## src/logic/clk_byp_consts.svh

```systemverilog
// clock bypass constants
// divider count, token width and the encoded token values
`ifndef CLK_BYP_CONSTS_SVH
`define CLK_BYP_CONSTS_SVH

// number of step-down dividers
`define CLK_BYP_NUM_DIV 2

// width of every encoded token
`define CLK_BYP_TOK_W 4

// multi-bit boolean encodings
`define CLK_BYP_MUBI_TRUE 4'h6
`define CLK_BYP_MUBI_FALSE 4'h9

// life-cycle token encodings
`define CLK_BYP_LC_ON 4'hA
`define CLK_BYP_LC_OFF 4'h5

// divide ratios before step-down
`define CLK_BYP_DIV_RATIO0 2
`define CLK_BYP_DIV_RATIO1 4

`endif

```

## src/logic/clk_byp_pkg.sv

```systemverilog
// clock bypass package
// multi-bit boolean and life-cycle token types, with strict value tests
`include "clk_byp_consts.svh"

package clk_byp_pkg;

  typedef enum logic [`CLK_BYP_TOK_W-1:0] {
    MUBI4_TRUE  = `CLK_BYP_MUBI_TRUE,
    MUBI4_FALSE = `CLK_BYP_MUBI_FALSE
  } mubi4_t;

  typedef enum logic [`CLK_BYP_TOK_W-1:0] {
    LC_ON  = `CLK_BYP_LC_ON,
    LC_OFF = `CLK_BYP_LC_OFF
  } lc_tx_t;

  // only the exact true pattern counts and anything else is false
  function automatic logic mubi4_test_true_strict(mubi4_t val);
    return val == MUBI4_TRUE;
  endfunction

  function automatic logic lc_tx_test_true_strict(lc_tx_t val);
    return val == LC_ON;
  endfunction

endpackage

```

## src/logic/clk_byp_token_sync.sv

```systemverilog
// token synchronizer
// two flop stages plus a stability filter for one encoded token,
// so a glitch or a half-switched pattern never reaches the output
`timescale 1ns/1ps
`include "clk_byp_consts.svh"

module clk_byp_token_sync #(
  parameter logic [`CLK_BYP_TOK_W-1:0] RESET_VAL = '0
) (
  input  logic                      clk_i,
  input  logic                      rst_i,
  input  logic [`CLK_BYP_TOK_W-1:0] tok_i,
  output logic [`CLK_BYP_TOK_W-1:0] tok_o
);

  logic [`CLK_BYP_TOK_W-1:0] stage1_q;
  logic [`CLK_BYP_TOK_W-1:0] stage2_q;
  logic [`CLK_BYP_TOK_W-1:0] tok_q;
  logic                      stable;

  // both stages hold the same pattern
  assign stable = (stage1_q == stage2_q);

  always_ff @(posedge clk_i) begin
    if (rst_i) begin
      stage1_q <= RESET_VAL;
      stage2_q <= RESET_VAL;
      tok_q    <= RESET_VAL;
    end else begin
      stage1_q <= tok_i;
      stage2_q <= stage1_q;
      // hold the last good value while the stages disagree
      if (stable) begin
        tok_q <= stage2_q;
      end
    end
  end

  assign tok_o = tok_q;

endmodule

```

## src/logic/clk_step_down_div.sv

```systemverilog
// step-down clock divider
// produces a clock enable every RATIO cycles, or every RATIO/2 cycles
// once stepped down; mode and ack change only at a counter wrap
`timescale 1ns/1ps

module clk_step_down_div #(
  parameter int RATIO = 4
) (
  input  logic                clk_i,
  input  logic                rst_i,
  input  clk_byp_pkg::mubi4_t step_down_req_i,
  output logic                div_clk_en_o,
  output logic                step_down_ack_o
);

  localparam int CNT_W = (RATIO > 2) ? $clog2(RATIO) : 1;
  localparam logic [CNT_W-1:0] WRAP_FULL = CNT_W'(RATIO - 1);
  localparam logic [CNT_W-1:0] WRAP_HALF = CNT_W'(RATIO / 2 - 1);

  logic [CNT_W-1:0] cnt_q;
  logic [CNT_W-1:0] wrap_val;
  logic             wrap;
  logic             stepped_q;
  logic             en_q;
  logic             req_true;

  assign req_true = clk_byp_pkg::mubi4_test_true_strict(step_down_req_i);

  // terminal count depends on the current mode
  assign wrap_val = stepped_q ? WRAP_HALF : WRAP_FULL;
  assign wrap     = (cnt_q == wrap_val);

  always_ff @(posedge clk_i) begin
    if (rst_i) begin
      cnt_q     <= '0;
      stepped_q <= 1'b0;
      en_q      <= 1'b0;
    end else begin
      en_q <= wrap;
      if (wrap) begin
        cnt_q <= '0;
        // mode switch only here, so no short enable period
        stepped_q <= req_true;
      end else begin
        cnt_q <= cnt_q + 1'b1;
      end
    end
  end

  assign div_clk_en_o = en_q;

  // the ack is the mode itself and moves at the same wrap
  assign step_down_ack_o = stepped_q;

endmodule

```

## src/logic/clk_byp_ctrl.sv

```systemverilog
// clock bypass controller
// forwards life-cycle and software bypass requests to the clock source,
// synchronizes the returning acks and answers the life-cycle controller
// once the source and every divider have switched
`timescale 1ns/1ps
`include "clk_byp_consts.svh"

module clk_byp_ctrl (
  input  logic                         clk_i,
  input  logic                         rst_i,
  // life-cycle controller side
  input  clk_byp_pkg::lc_tx_t          en_i,
  input  clk_byp_pkg::lc_tx_t          lc_clk_byp_req_i,
  output clk_byp_pkg::lc_tx_t          lc_clk_byp_ack_o,
  // software side
  input  clk_byp_pkg::mubi4_t          byp_req_i,
  output clk_byp_pkg::mubi4_t          byp_ack_o,
  input  clk_byp_pkg::mubi4_t          hi_speed_sel_i,
  // clock source side
  output clk_byp_pkg::mubi4_t          all_clk_byp_req_o,
  input  clk_byp_pkg::mubi4_t          all_clk_byp_ack_i,
  output clk_byp_pkg::mubi4_t          io_clk_byp_req_o,
  input  clk_byp_pkg::mubi4_t          io_clk_byp_ack_i,
  output clk_byp_pkg::mubi4_t          hi_speed_sel_o,
  // divider side
  input  logic [`CLK_BYP_NUM_DIV-1:0]  step_down_acks_i
);

  logic [`CLK_BYP_TOK_W-1:0]   en_sync;
  logic [`CLK_BYP_TOK_W-1:0]   lc_req_sync;
  logic [`CLK_BYP_TOK_W-1:0]   io_ack_sync;
  logic [`CLK_BYP_TOK_W-1:0]   all_ack_sync;
  logic [`CLK_BYP_NUM_DIV-1:0] step_down_acks_q;

  clk_byp_pkg::mubi4_t all_req_d;
  clk_byp_pkg::mubi4_t hi_speed_d;
  clk_byp_pkg::mubi4_t io_req_d;
  clk_byp_pkg::lc_tx_t lc_ack_d;
  logic                dividers_done;
  logic                io_ack_true;

  // life-cycle tokens
  clk_byp_token_sync #(.RESET_VAL(`CLK_BYP_LC_OFF)) i_en_sync (
    .clk_i (clk_i),
    .rst_i (rst_i),
    .tok_i (en_i),
    .tok_o (en_sync)
  );

  clk_byp_token_sync #(.RESET_VAL(`CLK_BYP_LC_OFF)) i_lc_req_sync (
    .clk_i (clk_i),
    .rst_i (rst_i),
    .tok_i (lc_clk_byp_req_i),
    .tok_o (lc_req_sync)
  );

  // acks coming back from the clock source
  clk_byp_token_sync #(.RESET_VAL(`CLK_BYP_MUBI_FALSE)) i_io_ack_sync (
    .clk_i (clk_i),
    .rst_i (rst_i),
    .tok_i (io_clk_byp_ack_i),
    .tok_o (io_ack_sync)
  );

  clk_byp_token_sync #(.RESET_VAL(`CLK_BYP_MUBI_FALSE)) i_all_ack_sync (
    .clk_i (clk_i),
    .rst_i (rst_i),
    .tok_i (all_clk_byp_ack_i),
    .tok_o (all_ack_sync)
  );

  // lc request goes straight on to the io clock source
  assign io_req_d =
    clk_byp_pkg::lc_tx_test_true_strict(clk_byp_pkg::lc_tx_t'(lc_req_sync)) ?
    clk_byp_pkg::MUBI4_TRUE : clk_byp_pkg::MUBI4_FALSE;

  // answer lc only once the source and all dividers confirm
  assign dividers_done = &step_down_acks_q;
  assign io_ack_true =
    clk_byp_pkg::mubi4_test_true_strict(clk_byp_pkg::mubi4_t'(io_ack_sync));
  assign lc_ack_d = (dividers_done && io_ack_true) ?
                    clk_byp_pkg::lc_tx_t'(lc_req_sync) : clk_byp_pkg::LC_OFF;

  // software request is gated by debug enable
  assign all_req_d =
    (clk_byp_pkg::mubi4_test_true_strict(byp_req_i) &&
     clk_byp_pkg::lc_tx_test_true_strict(clk_byp_pkg::lc_tx_t'(en_sync))) ?
    clk_byp_pkg::MUBI4_TRUE : clk_byp_pkg::MUBI4_FALSE;

  // high-speed select only means something during a software bypass
  assign hi_speed_d =
    (clk_byp_pkg::mubi4_test_true_strict(all_req_d) &&
     clk_byp_pkg::mubi4_test_true_strict(hi_speed_sel_i)) ?
    clk_byp_pkg::MUBI4_TRUE : clk_byp_pkg::MUBI4_FALSE;

  always_ff @(posedge clk_i) begin
    if (rst_i) begin
      step_down_acks_q  <= '0;
      io_clk_byp_req_o  <= clk_byp_pkg::MUBI4_FALSE;
      lc_clk_byp_ack_o  <= clk_byp_pkg::LC_OFF;
      all_clk_byp_req_o <= clk_byp_pkg::MUBI4_FALSE;
      hi_speed_sel_o    <= clk_byp_pkg::MUBI4_TRUE;
    end else begin
      step_down_acks_q  <= step_down_acks_i;
      io_clk_byp_req_o  <= io_req_d;
      lc_clk_byp_ack_o  <= lc_ack_d;
      all_clk_byp_req_o <= all_req_d;
      hi_speed_sel_o    <= hi_speed_d;
    end
  end

  // software ack is the synchronized source ack
  assign byp_ack_o = clk_byp_pkg::mubi4_t'(all_ack_sync);

endmodule

```

## src/logic/clk_byp_top.sv

```systemverilog
// clock bypass top level
// bypass controller plus the two step-down dividers that report to it
`timescale 1ns/1ps
`include "clk_byp_consts.svh"

module clk_byp_top (
  input  logic                        clk_i,
  input  logic                        rst_i,
  input  clk_byp_pkg::lc_tx_t         en_i,
  input  clk_byp_pkg::lc_tx_t         lc_clk_byp_req_i,
  output clk_byp_pkg::lc_tx_t         lc_clk_byp_ack_o,
  input  clk_byp_pkg::mubi4_t         byp_req_i,
  output clk_byp_pkg::mubi4_t         byp_ack_o,
  input  clk_byp_pkg::mubi4_t         hi_speed_sel_i,
  output clk_byp_pkg::mubi4_t         all_clk_byp_req_o,
  input  clk_byp_pkg::mubi4_t         all_clk_byp_ack_i,
  output clk_byp_pkg::mubi4_t         io_clk_byp_req_o,
  input  clk_byp_pkg::mubi4_t         io_clk_byp_ack_i,
  output clk_byp_pkg::mubi4_t         hi_speed_sel_o,
  input  clk_byp_pkg::mubi4_t         step_down_req_i,
  output logic [`CLK_BYP_NUM_DIV-1:0] div_clk_en_o
);

  logic [`CLK_BYP_NUM_DIV-1:0] step_down_acks;

  clk_byp_ctrl i_ctrl (
    .clk_i             (clk_i),
    .rst_i             (rst_i),
    .en_i              (en_i),
    .lc_clk_byp_req_i  (lc_clk_byp_req_i),
    .lc_clk_byp_ack_o  (lc_clk_byp_ack_o),
    .byp_req_i         (byp_req_i),
    .byp_ack_o         (byp_ack_o),
    .hi_speed_sel_i    (hi_speed_sel_i),
    .all_clk_byp_req_o (all_clk_byp_req_o),
    .all_clk_byp_ack_i (all_clk_byp_ack_i),
    .io_clk_byp_req_o  (io_clk_byp_req_o),
    .io_clk_byp_ack_i  (io_clk_byp_ack_i),
    .hi_speed_sel_o    (hi_speed_sel_o),
    .step_down_acks_i  (step_down_acks)
  );

  // both dividers take the external step-down request directly
  clk_step_down_div #(.RATIO(`CLK_BYP_DIV_RATIO0)) i_div0 (
    .clk_i           (clk_i),
    .rst_i           (rst_i),
    .step_down_req_i (step_down_req_i),
    .div_clk_en_o    (div_clk_en_o[0]),
    .step_down_ack_o (step_down_acks[0])
  );

  clk_step_down_div #(.RATIO(`CLK_BYP_DIV_RATIO1)) i_div1 (
    .clk_i           (clk_i),
    .rst_i           (rst_i),
    .step_down_req_i (step_down_req_i),
    .div_clk_en_o    (div_clk_en_o[1]),
    .step_down_ack_o (step_down_acks[1])
  );

endmodule

```

## config.mk

```make
export PLATFORM = sky130hd
export DESIGN_NAME = clk_byp_top
export DESIGN_NICKNAME = d
export VERILOG_FILES = /design/src/logic/clk_byp_pkg.sv /design/src/logic/clk_byp_token_sync.sv /design/src/logic/clk_step_down_div.sv /design/src/logic/clk_byp_ctrl.sv /design/src/logic/clk_byp_top.sv
export VERILOG_INCLUDE_DIRS = /design/src /design/src/logic
export SDC_FILE = /design/constraint.sdc
export NUM_CORES = 1
export LEC_CHECK = 0
export ABC_AREA = 1
export BUFFER_PORTS_ARGS = -buffer_cell sky130_fd_sc_hd__buf_2
export CAP_MARGIN = 20
export CORE_ASPECT_RATIO = 1.1
export CORE_MARGIN = 4
export CORE_UTILIZATION = 24
export DETAILED_ROUTE_END_ITERATION = 16
export PLACE_DENSITY_LB_ADDON = 0.1
export SLEW_MARGIN = 0
export SYNTH_ARGS = -nofsm -noshare
export SYNTH_HDL_FRONTEND = slang
export SYNTH_SLANG_ARGS = --single-unit
```

## constraint.sdc

```tcl
create_clock -name clk_i -period 1.1 [get_ports clk_i]
set_input_delay 0 -clock clk_i [delete_from_list [all_inputs] [get_ports clk_i]]
set_output_delay 0 -clock clk_i [all_outputs]
set_load 0.01 [all_outputs]
```

# After elaboration in Yosys (flattened, before gate mapping)
# Cells that the tools add are included.
# word_totals
n_memories,0
out_inout_bits,22
wordCells,51
ram_bits,0
register_bits,73
input_bits,30
rom_bits,0
latchBits,0
# classes
shifts,0
bitwise,1
n_addsub,2
n_div,0
n_lt_le_gt_ge,0
muxes,5
mul,0
eq_ne,13
n_reduce_logical,7
# op_table
cell,count
"4-bit by 3-bit equality test with 1-bit output, second input constant",5
4-bit equality test,4
4-bit 2-to-1 mux,3
"4-bit equality test, second input constant",2
2-bit OR reduction,3
1-bit logical AND,3
"2-bit by 1-bit adder with 2-bit output, second input constant",1
2-bit equality test,1
2-bit 2-to-1 mux,1
2-bit AND reduction,1
"1-bit adder, second input constant",1
1-bit equality test,1
1-bit 2-to-1 mux,1
1-bit NOT,1

# Logic depth before layout (Yosys ltp)
# Gate-level depths: netlist of run 1.
# logic_depth
ltp_word,6
depth_mapped,7
mapped_depth_nobuf,7

# Cells and area by module
# A second synthesis of run 1 with hierarchy kept.
# unflattened
hier_cells,337
hier_area_um2,2605.0
# by_module_without_submodules
mod,seq_area_each_um2,cells_each,n_inst,area_each_um2
clk_byp_token_sync at i_ctrl.i_en_sync ...,240.2,60,2,485.5
clk_byp_token_sync at i_ctrl.i_all_ack_sync ...,240.2,60,2,440.4
clk_byp_ctrl,240.2,60,1,469.2
clk_step_down_div at i_div1,80.1,25,1,182.7
clk_step_down_div at i_div0,60.1,12,1,101.3

# Worst setup path after synthesis of run 1
# Ideal clock, no wire load.
# synth_path
kind,reg2reg
start,register i_ctrl.i_en_sync.stage2_q[0]
end,"register i_ctrl.i_en_sync.tok_q[2], in the netlist i_ctrl.i_en_sync.tok_o[2]"
setup_ns,0.122
required_time_ns,0.978
t_arrival_ns,0.800
synth_period_minus_slack_ns,0.922
n_path_buf,0
setup_slack_ns,0.178
stages_incl_launch_ff,8
cell_sequence,dfxtp_1 -> inv_1 -> nand2_1 -> nand2_2 -> nor2_8 -> nand2_2 -> nand2_1 -> nand3_1
# synth_between
elab_chain_cells,1
# synth_rtl
element,line,text
from (decl),clk_byp_token_sync.sv:17,logic [`CLK_BYP_TOK_W-1:0] stage2_q;
from (signal assigned),clk_byp_token_sync.sv:31,stage2_q <= stage1_q;
4-bit equality test,clk_byp_token_sync.sv:22,assign stable = (stage1_q == stage2_q);
to (signal assigned),clk_byp_token_sync.sv:34,tok_q <= stage2_q;
to (decl),clk_byp_token_sync.sv:18,logic [`CLK_BYP_TOK_W-1:0] tok_q;
# No other way between the ends.
# A chain may end at the register's enable or synchronous reset.

# Worst setup path in the final report of run 1
# layout_path
start,register i_ctrl.i_en_sync.stage2_q[1]
end,"register i_ctrl.i_en_sync.tok_q[2], in the netlist i_ctrl.i_en_sync.tok_o[2]"
# Same word-level chain as after synthesis.

==> key figures, run 1 <==
Timing
  – Fin crit share: 0.910
  – Max Transition Viols Final: 0
  – Fmax: 0.999 GHz
  – RSZ-0062 raised after global routing: yes
  – Worst Skew: 0.00452 ns
  – Worst rel slew slack: 0.852
  – Final number of hold-violating endpoints: 0
  – Post-layout min period: 1.00 ns
  – Setup-failing EPs final: 0
  – Slew @ Worst Pin: 0.220 ns

Min path
  – Hold/Removal Path Class: input pin to flip-flop

Drt
  – Met1 Routed Length: 2.22 mm
  – DR top layer: met4
  – DR WL met2: 2.53 mm
  – First-pass detailed-route iteration total: 4
  – DR WL/cell: 9.41 um
  – Metal3 WL: 229 um
  – Post-route ant nets: 0
  – DR iter-0 viols: 25
  – Via Count: 2,107
  – Post-DR vias/cell: 3.82
  – Total Wirelength: 5.18 mm
  – DRC errors left: 0

Yosys
  – Mean area per synthesized cell: 8.37 um2
  – Top_reg_cell synth: dfxtp_1
  – Yosys cell types: 24
  – Synthesized area: 0.00272 mm2
  – Synthesized instance count: 325
  – Register area share after synthesis: 0.493
  – Asr flop ratio synth: 0
  – Number of synthesized register bits: 67
  – EDFF count, synth: 0
  – Post-synth top area cell: dfxtp_1
  – Yosys top cell area share: 0.493
  – Yosys Warn Count: 0
  – Cells taking the most area after synthesis: dfxtp_1 (49%), nand2_1 (8.4%), inv_1 (6.6%)
  – Syn Nets: 355

Die
  – Die Area: 0.0131 mm2
  – Core area: 0.0110 mm2
  – Die H: 120 um
  – Initial core utilization: 0.247
  – IO Pins: 52
  – Die width: 110 um
  – FP Rows: 40

Global routing
  – Initial antenna violation count: 0
  – Global-route wire length before repair: 9.49 mm
  – GRT Overall Usage: 0.0934
  – Number of global-route vias before repair: 2,165
  – Largest net degree at the start of global routing: 34
  – Total congestion overflow: 0

Cells and area
  – Synth-to-Final Area Change: 33.9%
  – Nets: 429
  – Layout cells sized above 1: 0.317
  – Cell area after layout: 0.00364 mm2
  – Most frequent cells in the layout: nand2_1 (59), dfxtp_1 (58), buf_2 (51)
  – ANT cells: 0
  – Commonest non-fill, non-tap cell in the layout: nand2_1

Worst setup path
  – CP startpoint kind: flip-flop
  – Critical path's slowest cell: dfxtp_1
  – Crit path kind: flip-flop to flip-flop
  – Worst Setup End Kind: flip-flop
  – Worst Path Max Fanout: 7
  – Cell breakdown of the critical path: inv_1 -> nand2_1 -> nand2_4 -> nor2_8 -> nand2_2 -> nand2_1 -> nand3_1
  – WP data required: 1.31 ns
  – Critical path's most frequent cell: nand2_1
  – Slowest stage delay, CP: 0.32 ns
  – WP data arrival: 1.21 ns

Clock tree
  – Bufs on Longest Clock Path: 2
  – Post-CTS Setup Bufs: 0
  – Clock transition at path regs: 0.05 ns
  – Root buffer cell: clkbuf_16
  – CTS tree: done
  – Clock sink count: 67
  – H-tree depth: 3
  – Total CTS buffers: 9
  – Worst-Skew Late Latency: 0.32 ns

Pwr
  – Final Total Pwr: 6080 uW
  – Pwr/cell area: 1670 mW/mm2
  – Peak supply drop: 0.000585 V
  – Leak: 0.00180 uW

Placement
  – Port-buffer cells: 51
  – Routability cong.: 0.698
  – Placed inst area: 0.00309 mm2
  – Post-detail-place hpwl: 3.51 mm

Run status
  – Run status: finished, final reports clean

Flow run
  – Max cap viols: 0
-- logic make-up (layout without fill, tap and decap cells) --
group	after synthesis	in the layout	share of synthesized area
xor+xnor	2	2	0.00644
buf+inv	70	149	0.115
compound gates	9	9	0.0166
flops	67	67	0.493
simple gates	177	177	0.368
-- layer usage --
layer | vias up | GRT usage
li1 | 1120 | -
met1 | 935 | 0.103
met2 | 35 | 0.152
met3 | 17 | 0.0296
met4 | 0 | 0.0616
met5 | - | 0
-- metrics by stage --
stage / utilization / TNS, ns / setup slack [ns] / std cells / hold WS, ns
global route: 0.331 / -0.000586 / -0.000482 / 551 / 0.0475
detailed placement: 0.280 / 0 / 0.0933 / 511 / 0.180
global placement: 0.280 / 0 / 0.105 / 511 / 0.177
floorplan: - / 0 / 0.178 / 325 / 0.0971
finish: 0.331 / 0 / 0.0988 / 551 / 0.0190
CTS: 0.329 / 0 / 0.0851 / 551 / 0.0177
-- worst paths after layout --
| kind | start | to | slack [ns] | cells past startpoint |
|---|---|---|---|---|
| setup / recovery | i_ctrl.i_en_sync.stage2_q[1] | i_ctrl.i_en_sync.tok_o[2] | 0.1 | 7 |
| hold / removal | step_down_req_i[1] | i_div0.step_down_ack_o | 0.02 | 5 |
| setup reg to reg | i_ctrl.i_en_sync.stage2_q[1] | i_ctrl.i_en_sync.tok_o[2] | 0.1 | 7 |
| hold reg to reg | i_ctrl.i_lc_req_sync.stage1_q[3] | i_ctrl.i_lc_req_sync.stage2_q[3] | 0.44 | 2 |
-- Yosys cell counts, types with 6 or more instances --
cell	count
a21oi_1	9
dfxtp_1	67
nand2_1	61
nor2_1	33
nand3_1	28
nand2_4	6
inv_1	48
nor2_8	8
or2_1	8
buf_4	8
nand2_2	22
inv_2	7
-- report_power, final --
part	internal [uW]	total [uW]	switching, uW
sequential	2570	2650	78.9
combinational	321	698	376
clock	1770	2740	967
total	4660	6080	1420
-- critical path: cells and delay by family (launching register included) --
family / cells / cell delay (ns)
buffers and inverters: 1 / 0.06
flip-flops: 1 / 0.32
AND/OR/NAND/NOR: 6 / 0.51
-- registers in the layout, summed over array words and instances (netlist names), 2 cells and up --
signal and flops:
i_ctrl.i_all_ack_sync.stage1_q 4, i_ctrl.i_all_ack_sync.stage2_q 4, i_ctrl.i_all_ack_sync.tok_o 4, i_ctrl.i_en_sync.stage1_q 4
i_ctrl.i_en_sync.stage2_q 4, i_ctrl.i_en_sync.tok_o 4, i_ctrl.i_io_ack_sync.stage1_q 4, i_ctrl.i_io_ack_sync.stage2_q 4
i_ctrl.i_io_ack_sync.tok_o 4, i_ctrl.i_lc_req_sync.stage1_q 4, i_ctrl.i_lc_req_sync.stage2_q 4, i_ctrl.i_lc_req_sync.tok_o 4
i_ctrl.lc_clk_byp_ack_o 4, i_ctrl.all_clk_byp_req_o 2, i_ctrl.hi_speed_sel_o 2, i_ctrl.io_clk_byp_req_o 2
i_ctrl.step_down_acks_q 2, i_div1.cnt_q 2
-- cell type report --
class	instances	area, um2
clock buffer	15	288
clock inverter	1	5.00
fill	1218	7370
inverter	55	206
multi-input combinational	188	1070
sequential	67	1350
tap	147	184
timing repair buffer	78	531
-- what timing repair did --
item	4_1_cts	5_1_grt
gates resized for setup	0	12
hold buffers	24	0
endpoints found under the hold margin	24	0
setup endpoints to repair	0	10
Note: power is estimated with default switching activity, not from simulation.
==> inputs of run 2 (changes only) <==
- CORE_ASPECT_RATIO: 1.1 -> 0.9
==> key figures, run 2 (synthesized netlist as in run 1, its figures left out) <==
Global routing
  – Total congestion overflow: 0
  – Number of global-route vias before repair: 2,044
  – Largest net degree at the start of global routing: 19
  – Global-route wire length before repair: 8.90 mm
  – Initial antenna violation count: 0
  – GRT Overall Usage: 0.0853

Timing
  – Final setup TNS: 0 ns
  – Slew @ Worst Pin: 0.318 ns
  – Post-layout min period: 1.04 ns
  – Final number of hold-violating endpoints: 0
  – Fmax: 0.960 GHz
  – RSZ-0062 raised after global routing: no
  – Max Transition Viols Final: 0
  – Fin crit share: 0.947
  – Setup-failing EPs final: 0
  – Worst rel slew slack: 0.786
  – Worst Skew: 0.00586 ns

Min path
  – Hold/Removal Path Class: input pin to flip-flop

Worst setup path
  – CP startpoint kind: input pin
  – Worst Setup End Kind: flip-flop
  – Worst Path Max Fanout: 1
  – Slowest stage delay, CP: 0.55 ns
  – Crit path kind: input pin to flip-flop
  – WP data required: 1.31 ns
  – Cell breakdown of the critical path: dlygate4sd3_1 -> buf_2 -> inv_1 -> nor2_1 -> dlygate4sd3_1
  – WP data arrival: 1.26 ns
  – Critical path's slowest cell: dlygate4sd3_1
  – Critical path's most frequent cell: dlygate4sd3_1

Cells and area
  – Synth-to-Final Area Change: 35.8%
  – ANT cells: 0
  – Cell area after layout: 0.00369 mm2
  – Fill cells: 1,160
  – Area of the multi-input gates: 0.00107 mm2
  – Most frequent cells in the layout: dfxtp_1 (60), nand2_1 (57), buf_2 (51)
  – Commonest non-fill, non-tap cell in the layout: dfxtp_1
  – Register area: 0.00135 mm2
  – Layout cells sized above 1: 0.319
  – Nets: 432

Placement
  – Routability cong.: 0.676
  – Port-buffer cells: 51
  – Post-detail-place hpwl: 3.51 mm
  – Placed inst area: 0.00310 mm2

Drt
  – Total Wirelength: 5.06 mm
  – Post-DR vias/cell: 3.70
  – Post-route ant nets: 0
  – First-pass detailed-route iteration total: 4
  – DR WL/cell: 9.05 um
  – DR iter-0 viols: 67
  – Via Count: 2,070
  – DRC errors left: 0

Clock tree
  – Total CTS buffers: 9
  – Worst-Skew Late Latency: 0.32 ns
  – CTS tree: done
  – Clock transition at path regs: 0.06 ns
  – Bufs on Longest Clock Path: 2
  – H-tree depth: 3
  – Clock sink count: 67
  – Root buffer cell: clkbuf_16
  – Post-CTS Setup Bufs: 0

Pwr
  – Sw Ratio: 0.233
  – Internal Power: 4820 uW
  – Peak supply drop: 0.000569 V
  – Comb power frac: 0.111
  – Switching component of the power: 1460 uW
  – Leak: 0.00183 uW
  – Clock share of power: 0.468
  – Seq pwr share: 0.420
  – Pwr/cell area: 1700 mW/mm2

Die
  – Core area: 0.0109 mm2
  – IO Pins: 52
  – Die Area: 0.0131 mm2
  – Initial core utilization: 0.249
  – Die H: 109 um
  – Die width: 120 um
  – FP Rows: 36

Run status
  – Run status: finished, final reports clean

Flow run
  – Max cap viols: 0
## run 2: worst paths after layout
kind | start | to | slack, ns | cells after the start
worst max-delay path | all_clk_byp_ack_i[2] | i_ctrl.i_all_ack_sync.stage1_q[2] | 0.06 | 5
worst min-delay path | step_down_req_i[1] | i_div0.step_down_ack_o | 0.02 | 5
worst max register to register | i_ctrl.i_io_ack_sync.stage2_q[1] | i_ctrl.i_io_ack_sync.tok_o[0] | 0.11 | 7
worst min register to register | i_ctrl.i_lc_req_sync.stage1_q[3] | i_ctrl.i_lc_req_sync.stage2_q[3] | 0.44 | 2
## run 2: layout make-up
class	instances	share of cell area
Clock buffer	12	0.0722
Clock inverter	4	0.0129
Inverter	55	0.0559
Multi-Input combinational cell	188	0.291
Sequential cell	67	0.366
Tap cell	152	0.0515
Timing Repair Buffer	81	0.151
## run 2: timing repair
item | in CTS | in global routing
resized for setup | 0 | 11
setup endpoints to repair | 0 | 5
endpoints found under the hold margin | 24 | 0
hold buffers | 26 | 0
## run 2: per-stage QoR
stage	instances	total power (uW)	util	hold WS (ns)	setup slack [ns]
2_1_floorplan	325	3170	-	0.0971	0.178
3_3_place_gp	517	3330	0.283	0.179	0.109
3_5_place_dp	517	3330	0.283	0.181	0.0847
4_1_cts	559	6440	0.336	0.00318	0.0709
5_1_grt	559	6610	0.337	0.0427	0.00132
6_report	559	6290	0.337	0.0246	0.0581
## run 2: layer usage
| layer | GRT usage | share of wire |
|---|---|---|
| met4 | 0.0413 | 0.020 |
| met3 | 0.0337 | 0.045 |
| met2 | 0.142 | 0.47 |
| met5 | 0 | 0 |
| met1 | 0.0963 | 0.46 |
## run 2: critical path, delay by kind of cell
| family | cells | cell delay (ns) |
|---|---|---|
| simple gates | 1 | 0.03 |
| buf+inv | 4 | 1.23 |
## run 2: power groups by stage
stage	Clock [uW]	Sequential [uW]	Combinational [uW]
after floorplan	0	2690	488
after global placement	0	2690	635
after detailed placement	0	2690	637
after CTS	3090	2640	709
after global routing	3160	2660	793
final	2940	2640	699
